`config.mk`:
```
export PLATFORM = sky130hd
export DESIGN_NAME = program_loader
export DESIGN_NICKNAME = d
export VERILOG_FILES = /design/src/loader_pkg.sv /design/src/step_divider.sv /design/src/program_rom.sv /design/src/load_sequencer.sv /design/src/program_loader.sv
export VERILOG_INCLUDE_DIRS = /design/src /design/src/include
export SDC_FILE = /design/constraint.sdc
export NUM_CORES = 1
export LEC_CHECK = 0
export BUFFER_PORTS_ARGS = -buffer_cell sky130_fd_sc_hd__buf_2
export CORE_MARGIN = 5
export CORE_UTILIZATION = 40
export CTS_CLUSTER_SIZE = 25
export DETAILED_ROUTE_END_ITERATION = 10
export GPL_TIMING_DRIVEN = 0
export HOLD_SLACK_MARGIN = 0.08
export MAX_ROUTING_LAYER = met4
export PLACE_DENSITY = 0.65
export SKIP_CTS_REPAIR_TIMING = 1
export SYNTH_ARGS = -nofsm -noshare
export SYNTH_HDL_FRONTEND = slang
export SYNTH_HIERARCHICAL = 1
export SYNTH_SLANG_ARGS = --single-unit
```
`constraint.sdc`:
```
create_clock -name clk -period 2.88 [get_ports clk]
set_input_delay 0.432 -clock clk [delete_from_list [all_inputs] [get_ports clk]]
set_output_delay 0.432 -clock clk [all_outputs]
set_load 0.005 [all_outputs]
```
`src/include/loader_defs.svh`:
```
// Program loader definitions
`ifndef LOADER_DEFS_SVH
`define LOADER_DEFS_SVH

// Widths
`define INSTR_W      32     // Instruction word
`define ADDR_W       7      // Instruction memory address
`define DIV_W        32     // Step divider counter
`define SEL_W        3      // Step rate select
`define SLOW_OFFSET  18     // First tap of the slow range
`define PROG_SEL_W   1      // Program select

// Program lengths, sized to the address width
`define N_PROG0      7'd27  // Branching C program
`define N_PROG1      7'd25  // Every-operation program

// Opcodes
`define OP_REG       6'd0   // Register format
`define OP_JMP       6'd2
`define OP_BGT       6'd7
`define OP_ADDI      6'd8
`define OP_SLTI      6'd10
`define OP_ANDI      6'd12
`define OP_ORI       6'd13
`define OP_XORI      6'd14
`define OP_SLLI      6'd15
`define OP_LW        6'd35
`define OP_SW        6'd43

// ALU function codes
`define FN_NOP       6'd0
`define FN_SLLV      6'd4
`define FN_JR        6'd8
`define FN_ADD       6'd32
`define FN_SUB       6'd34
`define FN_AND       6'd36
`define FN_OR        6'd37
`define FN_XOR       6'd38
`define FN_SLT       6'd42

// Register file names
`define R_ZERO       5'd0   // Hardwired zero
`define R_T0         5'd8   // Temporaries
`define R_T1         5'd9
`define R_T2         5'd10

// Register format shift field filler
`define SHAMT_FILL   5'd31

// Data memory locations of the C variables
`define VAR_A        16'd0
`define VAR_B        16'd1
`define VAR_C        16'd2
`define VAR_D        16'd3
`define VAR_DPTR     16'd4

`endif

```
`src/loader_pkg.sv`:
```
// Program loader types
`default_nettype none

`include "loader_defs.svh"

package loader_pkg;

   // Immediate format
   typedef struct packed {
      logic [5:0]  opcode;
      logic [4:0]  rs;          // Operand register
      logic [4:0]  rt;          // Destination register
      logic [15:0] imm;         // Immediate or memory address
   } imm_fmt_t;

   // Register format
   typedef struct packed {
      logic [5:0] opcode;
      logic [4:0] rs;           // First operand
      logic [4:0] rt;           // Second operand
      logic [4:0] rd;           // Destination
      logic [4:0] shamt;        // Filled with ones
      logic [5:0] funct;        // ALU function
   } rtype_fmt_t;

   // Jump format
   typedef struct packed {
      logic [5:0]  opcode;
      logic [25:0] target;      // Instruction address
   } jmp_fmt_t;

   // One instruction word, three decodes
   typedef union packed {
      imm_fmt_t   imm;
      rtype_fmt_t rtype;
      jmp_fmt_t   jmp;
   } instr_word_t;

   // Instruction memory write port
   typedef struct packed {
      logic                 wr_en;
      logic [`ADDR_W-1:0]   addr;
      instr_word_t          data;
   } prog_write_t;

   // Computer control, both active low
   typedef struct packed {
      logic comp_rst;           // Held in reset while 0
      logic comp_en;            // Runs while 0
   } comp_ctrl_t;

   typedef enum logic [1:0] {
      IDLE          = 2'b00,
      WRITE_PROGRAM = 2'b01,
      RUN_PROGRAM   = 2'b10
   } load_state_t;

endpackage

`default_nettype wire

```
`src/step_divider.sv`:
```
// Step enable divider
`timescale 1ns/10ps
`default_nettype none

`include "loader_defs.svh"

module step_divider (
   input  wire logic              clk,
   input  wire logic              reset_sm,
   input  wire logic              clk_speed,   // 1 selects the fast range
   input  wire logic [`SEL_W-1:0] clk_select,  // Tap within the range
   output      logic              step         // One cycle per period
);

   logic [`DIV_W-1:0] count;                   // Free-running
   logic [4:0]        tap;                     // Period is 2^tap cycles
   logic [`DIV_W-1:0] mask;                    // Bits below the tap

   // Fast range taps 0..7, slow range shifted up
   assign tap = clk_speed ? 5'(clk_select)
                          : 5'(clk_select) + 5'(`SLOW_OFFSET);

   assign mask = (`DIV_W'(1) << tap) - `DIV_W'(1);

   // All bits below tap set, i.e. last cycle of the period
   assign step = ((count & mask) == mask);     // Tap 0 gives every cycle

   always_ff @(posedge clk or negedge reset_sm) begin
      if (!reset_sm) begin
         count <= '0;
      end else begin
         count <= count + `DIV_W'(1);          // Wraps freely
      end
   end

endmodule

`default_nettype wire

```
`src/program_rom.sv`:
```
// Stored program ROM
`timescale 1ns/10ps
`default_nettype none

`include "loader_defs.svh"

module program_rom (
   input  wire logic [`PROG_SEL_W-1:0] prog_sel,
   input  wire logic [`ADDR_W-1:0]     index,
   output      loader_pkg::instr_word_t word,
   output      logic [`ADDR_W-1:0]     length
);

   import loader_pkg::*;

   instr_word_t word0;                         // Program 0 entry
   instr_word_t word1;                         // Program 1 entry

   // Immediate format word
   function automatic instr_word_t i_fmt(input logic [5:0]  op,
                                         input logic [4:0]  rs,
                                         input logic [4:0]  rt,
                                         input logic [15:0] imm);
      instr_word_t w;
      w.imm.opcode = op;
      w.imm.rs     = rs;
      w.imm.rt     = rt;
      w.imm.imm    = imm;
      return w;
   endfunction

   // Register format word, shift field always filled
   function automatic instr_word_t r_fmt(input logic [4:0] rs,
                                         input logic [4:0] rt,
                                         input logic [4:0] rd,
                                         input logic [5:0] fn);
      instr_word_t w;
      w.rtype.opcode = `OP_REG;
      w.rtype.rs     = rs;
      w.rtype.rt     = rt;
      w.rtype.rd     = rd;
      w.rtype.shamt  = `SHAMT_FILL;
      w.rtype.funct  = fn;
      return w;
   endfunction

   // Jump format word
   function automatic instr_word_t j_fmt(input logic [25:0] target);
      instr_word_t w;
      w.jmp.opcode = `OP_JMP;
      w.jmp.target = target;
      return w;
   endfunction

   // Program 0, if (A - B) > 3 branch
   always_comb begin
      word0 = '0;                               // Past the end reads zero
      case (index)
         7'd0:  word0 = i_fmt(`OP_ADDI, `R_ZERO, `R_T0, 16'd7);   // A = 7
         7'd1:  word0 = i_fmt(`OP_SW,   `R_ZERO, `R_T0, `VAR_A);
         7'd2:  word0 = i_fmt(`OP_ADDI, `R_ZERO, `R_T0, 16'd5);   // B = 5
         7'd3:  word0 = i_fmt(`OP_SW,   `R_ZERO, `R_T0, `VAR_B);
         7'd4:  word0 = i_fmt(`OP_ADDI, `R_ZERO, `R_T0, 16'd2);   // C = 2
         7'd5:  word0 = i_fmt(`OP_SW,   `R_ZERO, `R_T0, `VAR_C);
         7'd6:  word0 = i_fmt(`OP_ADDI, `R_ZERO, `R_T0, 16'd4);   // D = 4
         7'd7:  word0 = i_fmt(`OP_SW,   `R_ZERO, `R_T0, `VAR_D);
         7'd8:  word0 = i_fmt(`OP_ADDI, `R_ZERO, `R_T0, `VAR_D);  // DPtr = &D
         7'd9:  word0 = i_fmt(`OP_SW,   `R_ZERO, `R_T0, `VAR_DPTR);
         7'd10: word0 = i_fmt(`OP_LW,   `R_ZERO, `R_T0, `VAR_A);  // Load A, B
         7'd11: word0 = i_fmt(`OP_LW,   `R_ZERO, `R_T1, `VAR_B);
         7'd12: word0 = r_fmt(`R_T0, `R_T1, `R_T0, `FN_SUB);      // A - B
         7'd13: word0 = i_fmt(`OP_ADDI, `R_ZERO, `R_T0, 16'd3);   // Threshold
         7'd14: word0 = i_fmt(`OP_BGT,  `R_T0,   `R_T1, 16'd6);   // To else part
         7'd15: word0 = i_fmt(`OP_ADDI, `R_ZERO, `R_T0, 16'd6);   // C = 6
         7'd16: word0 = i_fmt(`OP_SW,   `R_ZERO, `R_T0, `VAR_C);
         7'd17: word0 = i_fmt(`OP_LW,   `R_ZERO, `R_T0, `VAR_D);  // D = D << 2
         7'd18: word0 = i_fmt(`OP_SLLI, `R_T0,   `R_T0, 16'd2);
         7'd19: word0 = i_fmt(`OP_SW,   `R_ZERO, `R_T0, `VAR_D);
         7'd20: word0 = j_fmt(26'd27);                            // Skip else part
         7'd21: word0 = i_fmt(`OP_LW,   `R_ZERO, `R_T0, `VAR_C);  // C = C << 5
         7'd22: word0 = i_fmt(`OP_SLLI, `R_T0,   `R_T0, 16'd5);
         7'd23: word0 = i_fmt(`OP_SW,   `R_ZERO, `R_T0, `VAR_C);
         7'd24: word0 = i_fmt(`OP_LW,   `R_ZERO, `R_T0, `VAR_DPTR); // *DPtr = 7
         7'd25: word0 = i_fmt(`OP_ADDI, `R_ZERO, `R_T1, 16'd7);
         7'd26: word0 = i_fmt(`OP_SW,   `R_T0,   `R_T1, 16'd0);   // Indirect store
         default: word0 = '0;
      endcase
   end

   // Program 1, every ALU operation once
   always_comb begin
      word1 = '0;
      case (index)
         7'd0:  word1 = i_fmt(`OP_ADDI, `R_ZERO, `R_T0, 16'd10);  // t0 = 10
         7'd1:  word1 = i_fmt(`OP_SW,   `R_ZERO, `R_T0, `VAR_A);
         7'd2:  word1 = i_fmt(`OP_ADDI, `R_ZERO, `R_T0, 16'd3);   // t0 = 3
         7'd3:  word1 = i_fmt(`OP_SW,   `R_ZERO, `R_T0, `VAR_B);
         7'd4:  word1 = i_fmt(`OP_LW,   `R_ZERO, `R_T0, `VAR_A);  // t0 = 10
         7'd5:  word1 = i_fmt(`OP_LW,   `R_ZERO, `R_T1, `VAR_B);  // t1 = 3
         7'd6:  word1 = r_fmt(`R_T0, `R_T1, `R_T2, `FN_ADD);      // 13
         7'd7:  word1 = r_fmt(`R_T0, `R_T1, `R_T2, `FN_SUB);      // 7
         7'd8:  word1 = r_fmt(`R_T0, `R_T1, `R_T2, `FN_AND);      // 2
         7'd9:  word1 = r_fmt(`R_T0, `R_T1, `R_T2, `FN_OR);       // 11
         7'd10: word1 = r_fmt(`R_T0, `R_T1, `R_T2, `FN_XOR);      // 9
         7'd11: word1 = r_fmt(`R_T0, `R_T1, `R_T2, `FN_SLT);      // 0
         7'd12: word1 = r_fmt(`R_T0, `R_T1, `R_T2, `FN_SLLV);     // 80
         7'd13: word1 = i_fmt(`OP_ADDI, `R_ZERO, `R_T0, 16'd18);  // Jump target
         7'd14: word1 = r_fmt(`R_T0, `R_ZERO, `R_ZERO, `FN_JR);   // Over the NOPs
         7'd15: word1 = r_fmt(`R_T0, `R_T1, `R_T2, `FN_NOP);
         7'd16: word1 = r_fmt(`R_T0, `R_T1, `R_T2, `FN_NOP);
         7'd17: word1 = r_fmt(`R_T0, `R_T1, `R_T2, `FN_NOP);
         7'd18: word1 = r_fmt(`R_T0, `R_T1, `R_T2, `FN_NOP);
         7'd19: word1 = i_fmt(`OP_ADDI, `R_T0, `R_T2, 16'd3);     // 21
         7'd20: word1 = i_fmt(`OP_SLTI, `R_T0, `R_T2, 16'd3);     // 0
         7'd21: word1 = i_fmt(`OP_ANDI, `R_T0, `R_T2, 16'd3);     // 2
         7'd22: word1 = i_fmt(`OP_ORI,  `R_T0, `R_T2, 16'd3);     // 19
         7'd23: word1 = i_fmt(`OP_XORI, `R_T0, `R_T2, 16'd3);     // 17
         7'd24: word1 = i_fmt(`OP_SLLI, `R_T0, `R_T2, 16'd3);     // 144
         default: word1 = '0;
      endcase
   end

   assign word   = prog_sel[0] ? word1 : word0;
   assign length = prog_sel[0] ? `N_PROG1 : `N_PROG0;

endmodule

`default_nettype wire

```
`src/load_sequencer.sv`:
```
// Program load sequencer
`timescale 1ns/10ps
`default_nettype none

`include "loader_defs.svh"

module load_sequencer (
   input  wire logic                    clk,
   input  wire logic                    reset_sm,
   input  wire logic                    step,            // Advance enable
   input  wire logic                    next_state,      // Push button, active low
   input  wire logic [`PROG_SEL_W-1:0]  program_select,
   input  wire loader_pkg::instr_word_t word,            // ROM word at index
   input  wire logic [`ADDR_W-1:0]      length,          // Words in program
   output      logic [`ADDR_W-1:0]      index,           // Next word to write
   output      logic [`PROG_SEL_W-1:0]  prog_sel,        // Latched at press
   output      loader_pkg::comp_ctrl_t  comp_ctrl,
   output      loader_pkg::prog_write_t prog_write
);

   import loader_pkg::*;

   load_state_t state;
   logic        btn_prev;                      // Button level at last step
   logic        press;

   // Falling edge of the button, sampled on steps
   assign press = !next_state && btn_prev;

   always_ff @(posedge clk or negedge reset_sm) begin
      if (!reset_sm) begin
         state              <= IDLE;
         btn_prev           <= 1'b0;
         index              <= '0;
         prog_sel           <= '0;
         comp_ctrl.comp_rst <= 1'b0;           // Computer held in reset
         comp_ctrl.comp_en  <= 1'b1;           // and stopped
         prog_write         <= '0;
      end else if (step) begin
         btn_prev <= next_state;

         case (state)
            IDLE: begin
               comp_ctrl.comp_rst <= 1'b0;
               if (press) begin
                  prog_sel           <= program_select;  // Fixed for the load
                  comp_ctrl.comp_rst <= 1'b1;            // Release reset
                  state              <= WRITE_PROGRAM;
               end
            end

            WRITE_PROGRAM: begin
               if (index < length) begin
                  prog_write.wr_en <= 1'b1;    // One word per step
                  prog_write.addr  <= index;
                  prog_write.data  <= word;
                  index            <= index + `ADDR_W'(1);
               end else begin
                  prog_write.wr_en <= 1'b0;    // Last word done
                  state            <= RUN_PROGRAM;
               end
            end

            RUN_PROGRAM: begin
               comp_ctrl.comp_en <= 1'b0;      // Start, until reset
            end

            default: begin
               state <= IDLE;
            end
         endcase
      end
   end

endmodule

`default_nettype wire

```
`src/program_loader.sv`:
```
// Program loader top level
`timescale 1ns/10ps
`default_nettype none

`include "loader_defs.svh"

module program_loader (
   input  wire logic                    clk,
   input  wire logic                    reset_sm,
   input  wire logic                    next_state,      // Push button, active low
   input  wire logic                    clk_speed,
   input  wire logic [`SEL_W-1:0]       clk_select,
   input  wire logic [`PROG_SEL_W-1:0]  program_select,
   output      logic                    step,            // Computer clock enable
   output      loader_pkg::comp_ctrl_t  comp_ctrl,
   output      loader_pkg::prog_write_t prog_write
);

   import loader_pkg::*;

   logic [`ADDR_W-1:0]     index;              // Sequencer to ROM
   logic [`PROG_SEL_W-1:0] prog_sel;           // Latched choice
   instr_word_t            word;
   logic [`ADDR_W-1:0]     length;

   step_divider u_step_divider (
      .clk        (clk),
      .reset_sm   (reset_sm),
      .clk_speed  (clk_speed),
      .clk_select (clk_select),
      .step       (step)
   );

   program_rom u_program_rom (
      .prog_sel (prog_sel),
      .index    (index),
      .word     (word),
      .length   (length)
   );

   load_sequencer u_load_sequencer (
      .clk            (clk),
      .reset_sm       (reset_sm),
      .step           (step),
      .next_state     (next_state),
      .program_select (program_select),
      .word           (word),
      .length         (length),
      .index          (index),
      .prog_sel       (prog_sel),
      .comp_ctrl      (comp_ctrl),
      .prog_write     (prog_write)
   );

endmodule

`default_nettype wire

```
==> summary.md, run 1 <==
| Metric | Value |
|---|---|
| Status | finished, violations left |
| Failing checks | setup timing |
| RSZ-0062 raised after global routing | true |
| Reg2reg setup slack | 180 ps |
| FILL cells | 1212 |
| Die Ht | 125 µm |
| Cells after DPL | 785 |
| Pin count of the biggest net entering global routing | 50 |
| CTS Buf Count | 9 |
| Total negative slack | -18010 ps |
| Number of global-route vias before repair | 4243 |
| Root Driver | clkbuf_16 |
| Worst hold endpoint | u_load_sequencer/prog_sel$_DFFE_PN0P_ |
| CTS tree | yes |
| Pwr Total | 2.65 mW |
| Clk buf depth | 2 |
| Post-synth EDFFs | 0 |
| Skew final | 6.17 ps |
| Worst path depth | 16 |
| Tmin final | 3280 ps |
| Crit start category | input pin |
| Initial antenna violation count | 0 |
| Total GRT Usage | 0.172 |
| Mapped Cells | 544 |
| Max H-tree Level | 3 |
| Routed Antenna Nets | 0 |
| Max Fclk | 305 MHz |
| # setup viols final | 51 |
| Finished Layout Cells | 819 |
| CP required | 3100 ps |
| Yosys warns | 6 |
| Sw Ratio | 0.210 |
| Place WS | -956 ps |
| RR Startpoint | u_step_divider/count[8]$_DFF_PN0_ |
| Clock share of power | 0.486 |
| # DRC | 0 |
| Max stage delay on crit path | 410 ps |
| Total gr overflow | 0 |
| Hold Path Class | in -> reg |
| Fin. max-slew vios | 0 |
| Drt pass-1 iters | 5 |
| Netlist cell types | 72 |
| Vias per cell | 5.37 |
| Power Internal | 2.09 mW |
| Relative slew slack | 0.501 |
| Tcrit/Tclk final | 1.14 |
| Primary FF master, synth | dfrtp_1 |
| Crit Path Max Fanout | 8 |
| Crit Path Class | in -> reg |
| Worst-path clk slew | 60 ps |
| Syn_area_per_cell | 9.75 µm² |
| Worst path bufs/invs | 6 |
| Core ar. | 13100 µm² |
| Crit-path cells | buf_6, buf_8, nor3b_4, nand2_2, ha_4, buf_8, buf_8, mux2i_1, o22ai_1, nor4_2, and4_4, nand3_4, a211oi_4, buf_6, buf_6, mux2_2 |
| Worst skew pair latency | 340 ps |
| Net count, final | 663 |
| FP Rows | 42 |
| IO Port Bufs | 50 |
| Asr flop ratio synth | 1.00 |
| Seq pwr share | 0.447 |
| Max stage delay cell, worst path | nor4_2 |
| Max Cap Viol | 0 |
| Final setup margin | -404 ps |
| Hold path cells | 2 |
| HP Start | program_select |
| DRT iter0 DRCs | 346 |
| Die width | 125 µm |
| Area Overhead vs Synth | 25.8% |
| Drt wl/cell | 16.4 µm |
| Ant. Diodes | 0 |
| FF-to-FF path depth | 10 |
| Arrival time at the worst endpoint | 3500 ps |
| Total wire length | 13400 µm |
| Max VDD drop | 0.265 mV |
| Tightest Pin Transition | 743 ps |
| Critical path endpoint category | flop |
| Lkg Pwr | 3.21 nW |
| R2r endpoint | u_load_sequencer/prog_write[7]$_DFFE_PN0P_ |
| Die area | 15700 µm² |
| Final HPWL from detailed placement | 9560 µm |
| Kind of cell adding the most delay to the critical path | simple AND/OR/NAND/NOR gates |
| Sink Count | 84 |
| Post-synthesis sequential area ratio | 0.397 |
| Multi-input gate area | 3050 µm² |
| Logic pwr share | 0.067 |
| FF+latch count, synth | 84 |
| Total number of vias | 4396 |
| RD Place Congestion | 0.930 |
| First-pass GRT wire length | 21700 µm |
| Layout cell share with drive strength beyond 1 | 0.317 |
| Sequential cell area | 2100 µm² |
| Net Switching | 0.557 mW |
| Pwr Density | 397 nW/µm² |
| Starting Density | 0.404 |
| Final Hold Viols | 0 |
| IO Pins | 51 |
| Mapped Area | 5300 µm² |
[layout by cell type (no fill, tap or decap), types with 12 or more instances in the layout]
cell	netlist	layout
nor2_1	30	30
buf_2	16	60
dfrtp_1	83	83
ha_1	17	16
inv_1	18	18
xnor2_1	26	25
o21ai_0	26	24
xor2_1	12	12
buf_4	26	37
a21oi_1	30	30
nand3_1	17	16
mux2_4	0	36
conb_1	2	16
nand2_1	48	44
[layer usage]
layer,part of all wire,GRT usage,vias to the layer above
li1,-,-,2093
met1,0.45,0.226,2119
met2,0.48,0.265,155
met5,0,-,-
met4,0.024,0.0606,0
met3,0.050,0.0367,29
[final cells by class]
cell class | instances | share of cell area
multi-input combinational | 406 | 0.457
sequential | 84 | 0.315
timing repair buffer | 69 | 0.0717
buffer | 49 | 0.0614
clock buffer | 13 | 0.0405
tap | 176 | 0.0330
inverter | 19 | 0.0107
clock inverter | 3 | 0.0101
[flip-flops by register name (all words and copies together) (netlist names)]
| signal | count |
|---|---|
| u_load_sequencer/prog_write | 40 |
| u_step_divider/count | 31 |
| u_load_sequencer/index | 7 |
| u_load_sequencer/comp_ctrl | 2 |
| u_load_sequencer/state | 2 |
| u_load_sequencer/btn_prev | 1 |
| u_load_sequencer/prog_sel | 1 |
[power by group through the flow]
stage / combinational (mW) / sequential (mW) / clock, mW
finish: 0.179 / 1.18 / 1.29
global route: 0.200 / 1.18 / 1.38
CTS: 0.162 / 1.18 / 1.32
detailed placement: 0.162 / 1.21 / 0
global placement: 0.153 / 1.21 / 0
floorplan: 0.103 / 1.21 / 0
[synth_stat cells (2+ instances only)]
cell type,instances,share of area
a211o_1,2,0.0033
a211oi_1,5,0.0071
a21o_1,2,0.0028
a21oi_1,30,0.028
a22o_1,4,0.0066
a22oi_1,2,0.0028
a311oi_1,2,0.0033
a31oi_1,4,0.0047
and2_1,3,0.0035
and3_1,7,0.0083
and3_4,2,0.0042
and4_1,2,0.0033
buf_2,16,0.015
buf_4,26,0.037
buf_6,5,0.011
clkbuf_1,2,0.0014
conb_1,2,0.0014
dfrtp_1,83,0.39
ha_1,17,0.040
inv_1,18,0.013
mux2_2,43,0.091
mux2i_1,6,0.011
nand2_1,48,0.034
nand2b_1,6,0.0071
nand3_1,17,0.016
nand3_2,2,0.0038
nand3b_1,3,0.0042
nand4_1,9,0.011
nor2_1,30,0.021
nor2b_1,11,0.013
nor3_1,10,0.0094
nor4_1,6,0.0071
o211ai_1,6,0.0085
o21a_1,3,0.0042
o21ai_0,26,0.025
o22ai_1,7,0.0083
o2bb2ai_1,2,0.0033
o31ai_1,2,0.0028
o32ai_1,3,0.0050
or3_1,2,0.0024
xnor2_1,26,0.043
xor2_1,12,0.020
[worst max path at each step]
stage	startpoint	to	slack, ps
floorplan	clk_select[2]	u_load_sequencer/index[1]$_DFFE_PN0P_	-250
global placement	clk_select[2]	u_load_sequencer/prog_write[16]$_DFFE_PN0P_	-870
detailed placement	clk_select[2]	u_load_sequencer/prog_write[21]$_DFFE_PN0P_	-960
CTS	clk_select[2]	u_load_sequencer/prog_write[13]$_DFFE_PN0P_	-600
global route	clk_select[2]	u_load_sequencer/prog_write[7]$_DFFE_PN0P_	-560
finish	clk_select[2]	u_load_sequencer/prog_write[7]$_DFFE_PN0P_	-400
[cell families after synthesis]
kind of cell	Yosys count	synth area share
and+or+nand+nor	173	0.177
AOI/OAI and AO/OA	113	0.142
DFF	84	0.397
buffers and inverters	68	0.0774
muxes	49	0.103
xor gates and xnor gates	38	0.0628
adders and majority gates	17	0.0401
other	2	0.00142
[metrics by stage]
stage	util	hold WS, ps	area [µm²]
6_report	0.508	341	6670
5_1_grt	0.508	327	6670
4_1_cts	0.483	58.2	6340
3_5_place_dp	0.457	426	6000
3_3_place_gp	0.455	447	5970
2_1_floorplan	-	136	5500
(Power assumes the default switching activity.)
==> run 2, diff against run 1 <==
PLACE_DENSITY = 0.54   (was 0.65)
==> run 2 against run 1 <==
Compared with the run above: the flow still finishes with violations (setup timing); via count shrank 0.25%; clock power shrank 9%; routed wire length grew 3.5%; non-clock buffer count shrank 2; combinational power is essentially flat.
==> summary.md, run 2 (synthesis gave the netlist of run 1 again) <==
| Metric | Value |
|---|---|
| Max Cap Viol | 0 |
| Total gr overflow | 0 |
| Total negative slack | -19780 ps |
| RR Startpoint | u_step_divider/count[19]$_DFF_PN0_ |
| Final HPWL from detailed placement | 9620 µm |
| # DRC | 0 |
| RSZ-0062 raised after global routing | true |
| Die Ht | 125 µm |
| Critical path endpoint category | flop |
| FP Rows | 42 |
| Max VDD drop | 0.315 mV |
| Arrival time at the worst endpoint | 3560 ps |
| Area Overhead vs Synth | 25.0% |
| Tcrit/Tclk final | 1.16 |
| Failing checks | setup timing |
| Skew final | 6.15 ps |
| Max H-tree Level | 3 |
| Die width | 125 µm |
| Tightest Pin Transition | 804 ps |
| Layout cell share with drive strength beyond 1 | 0.314 |
| Relative slew slack | 0.460 |
| Net count, final | 661 |
| Most frequent cells in the layout | dfrtp_1 (83), buf_2 (59), nand2_1 (44) |
| Total GRT Usage | 0.176 |
| Largest register FFs | 40 |
| Routed Antenna Nets | 0 |
| DRT iter0 DRCs | 382 |
| Die area | 15700 µm² |
| Final setup margin | -463 ps |
| IO Port Bufs | 50 |
| Final Hold Viols | 0 |
| Drt wl/cell | 17.0 µm |
| Max Fclk | 299 MHz |
| Ant. Diodes | 0 |
| Core ar. | 13100 µm² |
| DP Area | 6000 µm² |
| Hold Path Class | in -> reg |
| Crit-path cells | buf_8, buf_8, nor3b_4, nand2_2, ha_4, buf_8, a22o_1, a22oi_1, nor2_1, nor4_2, and4_4, nand3_4, a211oi_4, buf_6, clkbuf_16, mux2_4 |
| Fin util | 0.504 |
| Kind of cell adding the most delay to the critical path | simple AND/OR/NAND/NOR gates |
| Fin. max-slew vios | 0 |
| Hold Slack | 332 ps |
| Clk buf depth | 2 |
| Drt pass-1 iters | 5 |
| Biggest regs | u_load_sequencer/prog_write: 40 flops, u_step_divider/count: 31 flops, u_load_sequencer/index: 7 flops |
| Worst path bufs/invs | 5 |
| Tmin final | 3340 ps |
| Number of global-route vias before repair | 4141 |
| Crit Path Class | in -> reg |
| Place WS | -1080 ps |
| CTS Buf Count | 9 |
| Crit start category | input pin |
| # setup viols final | 51 |
| Finished Layout Cells | 817 |
| Lkg Pwr | 3.18 nW |
| RD Place Congestion | 0.931 |
| IO Pins | 51 |
| Worst-path clk slew | 60 ps |
| CP dominant cell by count | buf_8 |
| FILL cells | 1220 |
| Pin count of the biggest net entering global routing | 56 |
| Initial antenna violation count | 0 |
| Total wire length | 13900 µm |
| Starting Density | 0.404 |
| CTS tree | yes |
| Pwr Density | 382 nW/µm² |
| Most common cell after layout, fill and taps aside | dfrtp_1 |
| Cells after DPL | 785 |
| Sink Count | 84 |
| CP required | 3100 ps |
| Total number of vias | 4385 |
| Pwr Total | 2.53 mW |
| Crit Path Max Fanout | 8 |
| First-pass GRT wire length | 21800 µm |
| Worst skew pair latency | 340 ps |
| Fin area | 6630 µm² |
| Root Driver | clkbuf_16 |
| Max stage delay on crit path | 350 ps |
| Max stage delay cell, worst path | and4_4 |
| Top reg by flops | u_load_sequencer/prog_write |
| HP Start | program_select |
| Vias per cell | 5.37 |
| Critical path launch point | clk_select[2] |
| Status | finished, violations left |
-- run 2: path summary, 6_finish.rpt --
path | depth (start not counted) | end | slack, ps
hold / removal | 2 | u_load_sequencer/prog_sel$_DFFE_PN0P_ | 330
setup / recovery | 16 | u_load_sequencer/prog_write[38]$_DFFE_PN0P_ | -460
min in group asynchronous | 2 | u_load_sequencer/prog_write[29]$_DFFE_PN0P_ | 570
setup reg to reg | 10 | u_load_sequencer/prog_write[38]$_DFFE_PN0P_ | 170
max in group asynchronous | 3 | u_load_sequencer/comp_ctrl[0]$_DFFE_PN1P_ | 1660
hold reg to reg | 1 | u_load_sequencer/comp_ctrl[0]$_DFFE_PN1P_ | 460
-- run 2: cell type report --
cell class,count,area (µm²),share of cell area
Tap cell,176,220,0.0332
Multi-Input combinational cell,406,3060,0.462
Clock inverter,3,45.0,0.00680
Sequential cell,84,2100,0.317
Buffer,49,403,0.0608
Timing Repair Buffer,67,463,0.0699
Inverter,19,71.3,0.0108
Clock buffer,13,260,0.0393
-- run 2: where the power goes --
| group | internal, mW | switching [mW] |
|---|---|---|
| Combinational | 0.0800 | 0.0983 |
| Sequential | 1.18 | 0.00193 |
| Clock | 0.720 | 0.450 |
-- run 2: worst register-to-register path, delay by kind of cell (launching register included) --
kind,cells,cell delay (ps)
AOI/OAI and AO/OA,4,720
DFF,1,430
buffers and inverters,2,400
and+or+nand+nor,3,740
muxes,1,300
-- run 2: metal layers --
layer  vias to the layer above  global-route usage  wire [µm]
met3                        22              0.0371        651
li1                       2095                   -          -
met2                       112               0.264       6590
met5                         -                   -          0
met1                      2156               0.242       6450
met4                         0              0.0472        170
==> run 3, diff against run 2 <==
SKIP_LAST_GASP = 1   (was not set)
==> run 3 against run 2 <==
Compared with the run above: the run still ends with setup timing left; maximum frequency about the same; die area unchanged; sequential power about the same; first-iteration DRC count down 9.7%; routed wire length down 0.39%; final area down 0.17%; clock power about the same; critical path depth unchanged; via count about the same; core utilization down 0.086 points; critical path type unchanged.
==> summary.md, run 3 (synthesis gave the netlist of run 1 again) <==
| Metric | Value |
|---|---|
| Status | finished, violations left |
| Failing checks | setup timing |
| IO Pins | 51 |
| Arrival time at the worst endpoint | 3560 ps |
| Total number of vias | 4381 |
| Logic pwr share | 0.070 |
| Max VDD drop | 0.315 mV |
| Ant. Diodes | 0 |
| Pwr Density | 383 nW/µm² |
| Crit-path cells | buf_8, buf_8, nor3b_4, nand2_2, ha_4, buf_8, a22o_1, a22oi_1, nor2_1, nor4_2, and4_4, nand3_4, a211oi_4, buf_6, clkbuf_16, mux2_4 |
| CP dominant cell by count | buf_8 |
| CTS Buf Count | 9 |
| Max Fclk | 299 MHz |
| Clock share of power | 0.462 |
| FP Rows | 42 |
| Layout cell share with drive strength beyond 1 | 0.314 |
| Sink Count | 84 |
| Max Cap Viol | 0 |
| Crit Path Max Fanout | 8 |
| Crit Path Class | in -> reg |
| Power Internal | 1.98 mW |
| Die Ht | 125 µm |
| Tmin final | 3340 ps |
| Die area | 15700 µm² |
| CTS tree | yes |
| Total gr overflow | 0 |
| Crit start category | input pin |
| Max stage delay cell, worst path | and4_4 |
| Max H-tree Level | 3 |
| Fin util | 0.503 |
| Total wire length | 13800 µm |
| Skew final | 6.12 ps |
| Pwr Total | 2.53 mW |
| First-pass GRT wire length | 21800 µm |
| Area Overhead vs Synth | 24.8% |
| Finished Layout Cells | 817 |
| Net count, final | 661 |
| Seq pwr share | 0.468 |
| Biggest regs | u_load_sequencer/prog_write: 40 flops, u_step_divider/count: 31 flops, u_load_sequencer/index: 7 flops |
| Largest register FFs | 40 |
| DRT iter0 DRCs | 345 |
| Lkg Pwr | 3.18 nW |
| Sw Ratio | 0.217 |
| RD Place Congestion | 0.931 |
| Final Hold Viols | 0 |
| IO Port Bufs | 50 |
| Vias per cell | 5.36 |
| Initial antenna violation count | 0 |
| Worst-path clk slew | 60 ps |
| Fin area | 6610 µm² |
| Final setup margin | -465 ps |
| Relative slew slack | 0.430 |
| Root Driver | clkbuf_16 |
| Final HPWL from detailed placement | 9620 µm |
| # DRC | 0 |
| Most common cell after layout, fill and taps aside | dfrtp_1 |
| Drt pass-1 iters | 4 |
| Core ar. | 13100 µm² |
| FILL cells | 1220 |
| Clk buf depth | 2 |
| Tcrit/Tclk final | 1.16 |
| Max stage delay on crit path | 350 ps |
| Cells after DPL | 785 |
| Starting Density | 0.404 |
| Routed Antenna Nets | 0 |
| Number of global-route vias before repair | 4141 |
| Drt wl/cell | 16.9 µm |
| Total GRT Usage | 0.176 |
| Net Switching | 0.549 mW |
| Die width | 125 µm |
| Worst skew pair latency | 340 ps |
| CP required | 3100 ps |
| Pin count of the biggest net entering global routing | 56 |
| Multi-input gate area | 3050 µm² |
| Sequential cell area | 2100 µm² |
| Worst path bufs/invs | 5 |
| Tightest Pin Transition | 848 ps |
| Hold Path Class | in -> reg |
| Fin. max-slew vios | 0 |
| Top reg by flops | u_load_sequencer/prog_write |
| # setup viols final | 51 |
| Critical path endpoint category | flop |
| Most frequent cells in the layout | dfrtp_1 (83), buf_2 (59), nand2_1 (44) |
| RSZ-0062 raised after global routing | true |
| DP Area | 6000 µm² |
| Kind of cell adding the most delay to the critical path | simple AND/OR/NAND/NOR gates |
run 3: cell counts in the layout (fill, tap and decap cells not counted):
Identical to the previous run, type by type.
run 3: final timing paths:
kind / start / endpoint / slack [ps] / cells past startpoint
worst min register to register: u_load_sequencer/comp_ctrl[0]$_DFFE_PN1P_ / u_load_sequencer/comp_ctrl[0]$_DFFE_PN1P_ / 460 / 1
worst max-delay path: clk_select[2] / u_load_sequencer/prog_write[38]$_DFFE_PN0P_ / -460 / 16
worst max register to register: u_step_divider/count[19]$_DFF_PN0_ / u_load_sequencer/prog_write[38]$_DFFE_PN0P_ / 180 / 10
max in group asynchronous: reset_sm / u_load_sequencer/comp_ctrl[0]$_DFFE_PN1P_ / 1660 / 3
min in group asynchronous: reset_sm / u_load_sequencer/prog_write[29]$_DFFE_PN0P_ / 570 / 2
worst min-delay path: program_select / u_load_sequencer/prog_sel$_DFFE_PN0P_ / 330 / 2
run 3: layout make-up:
cell class                      instances  share of cell area
Clock buffer                           13              0.0393
Timing Repair Buffer                   67              0.0700
Clock inverter                          3             0.00681
Inverter                               19              0.0108
Tap cell                              176              0.0333
Multi-Input combinational cell        406               0.461
Sequential cell                        84               0.318
Buffer                                 49              0.0603
run 3: power by group through the flow:
stage	logic, mW	registers (mW)	clock network, mW
after global placement	0.156	1.21	0
after CTS	0.163	1.18	1.21
after detailed placement	0.162	1.21	0
after floorplan	0.103	1.21	0
after global routing	0.199	1.18	1.27
final	0.178	1.18	1.17
run 3: per-stage QoR:
stage | setup slack, ps | hold WS [ps] | setup TNS, ps
after floorplan | -252 | 136 | -9830
after global placement | -1040 | 451 | -48720
after detailed placement | -1080 | 400 | -51020
after CTS | -719 | 31.0 | -32320
after global routing | -511 | 317 | -22740
final | -465 | 332 | -19990
run 3: layer usage:
metal | up-vias | share of wire | GRT usage
li1 | 2086 | - | -
met1 | 2161 | 0.47 | 0.242
met2 | 114 | 0.47 | 0.264
met3 | 20 | 0.042 | 0.0371
met4 | 0 | 0.014 | 0.0472
met5 | - | 0 | -
run 3: worst reg2reg max path: cells and delay by family, from the launching register on:
kind	cells	cell delay (ps)
flip-flops	1	430
AO/OA/AOI/OAI	4	720
multiplexers	1	300
buffers and inverters	2	400
AND/OR/NAND/NOR	3	740
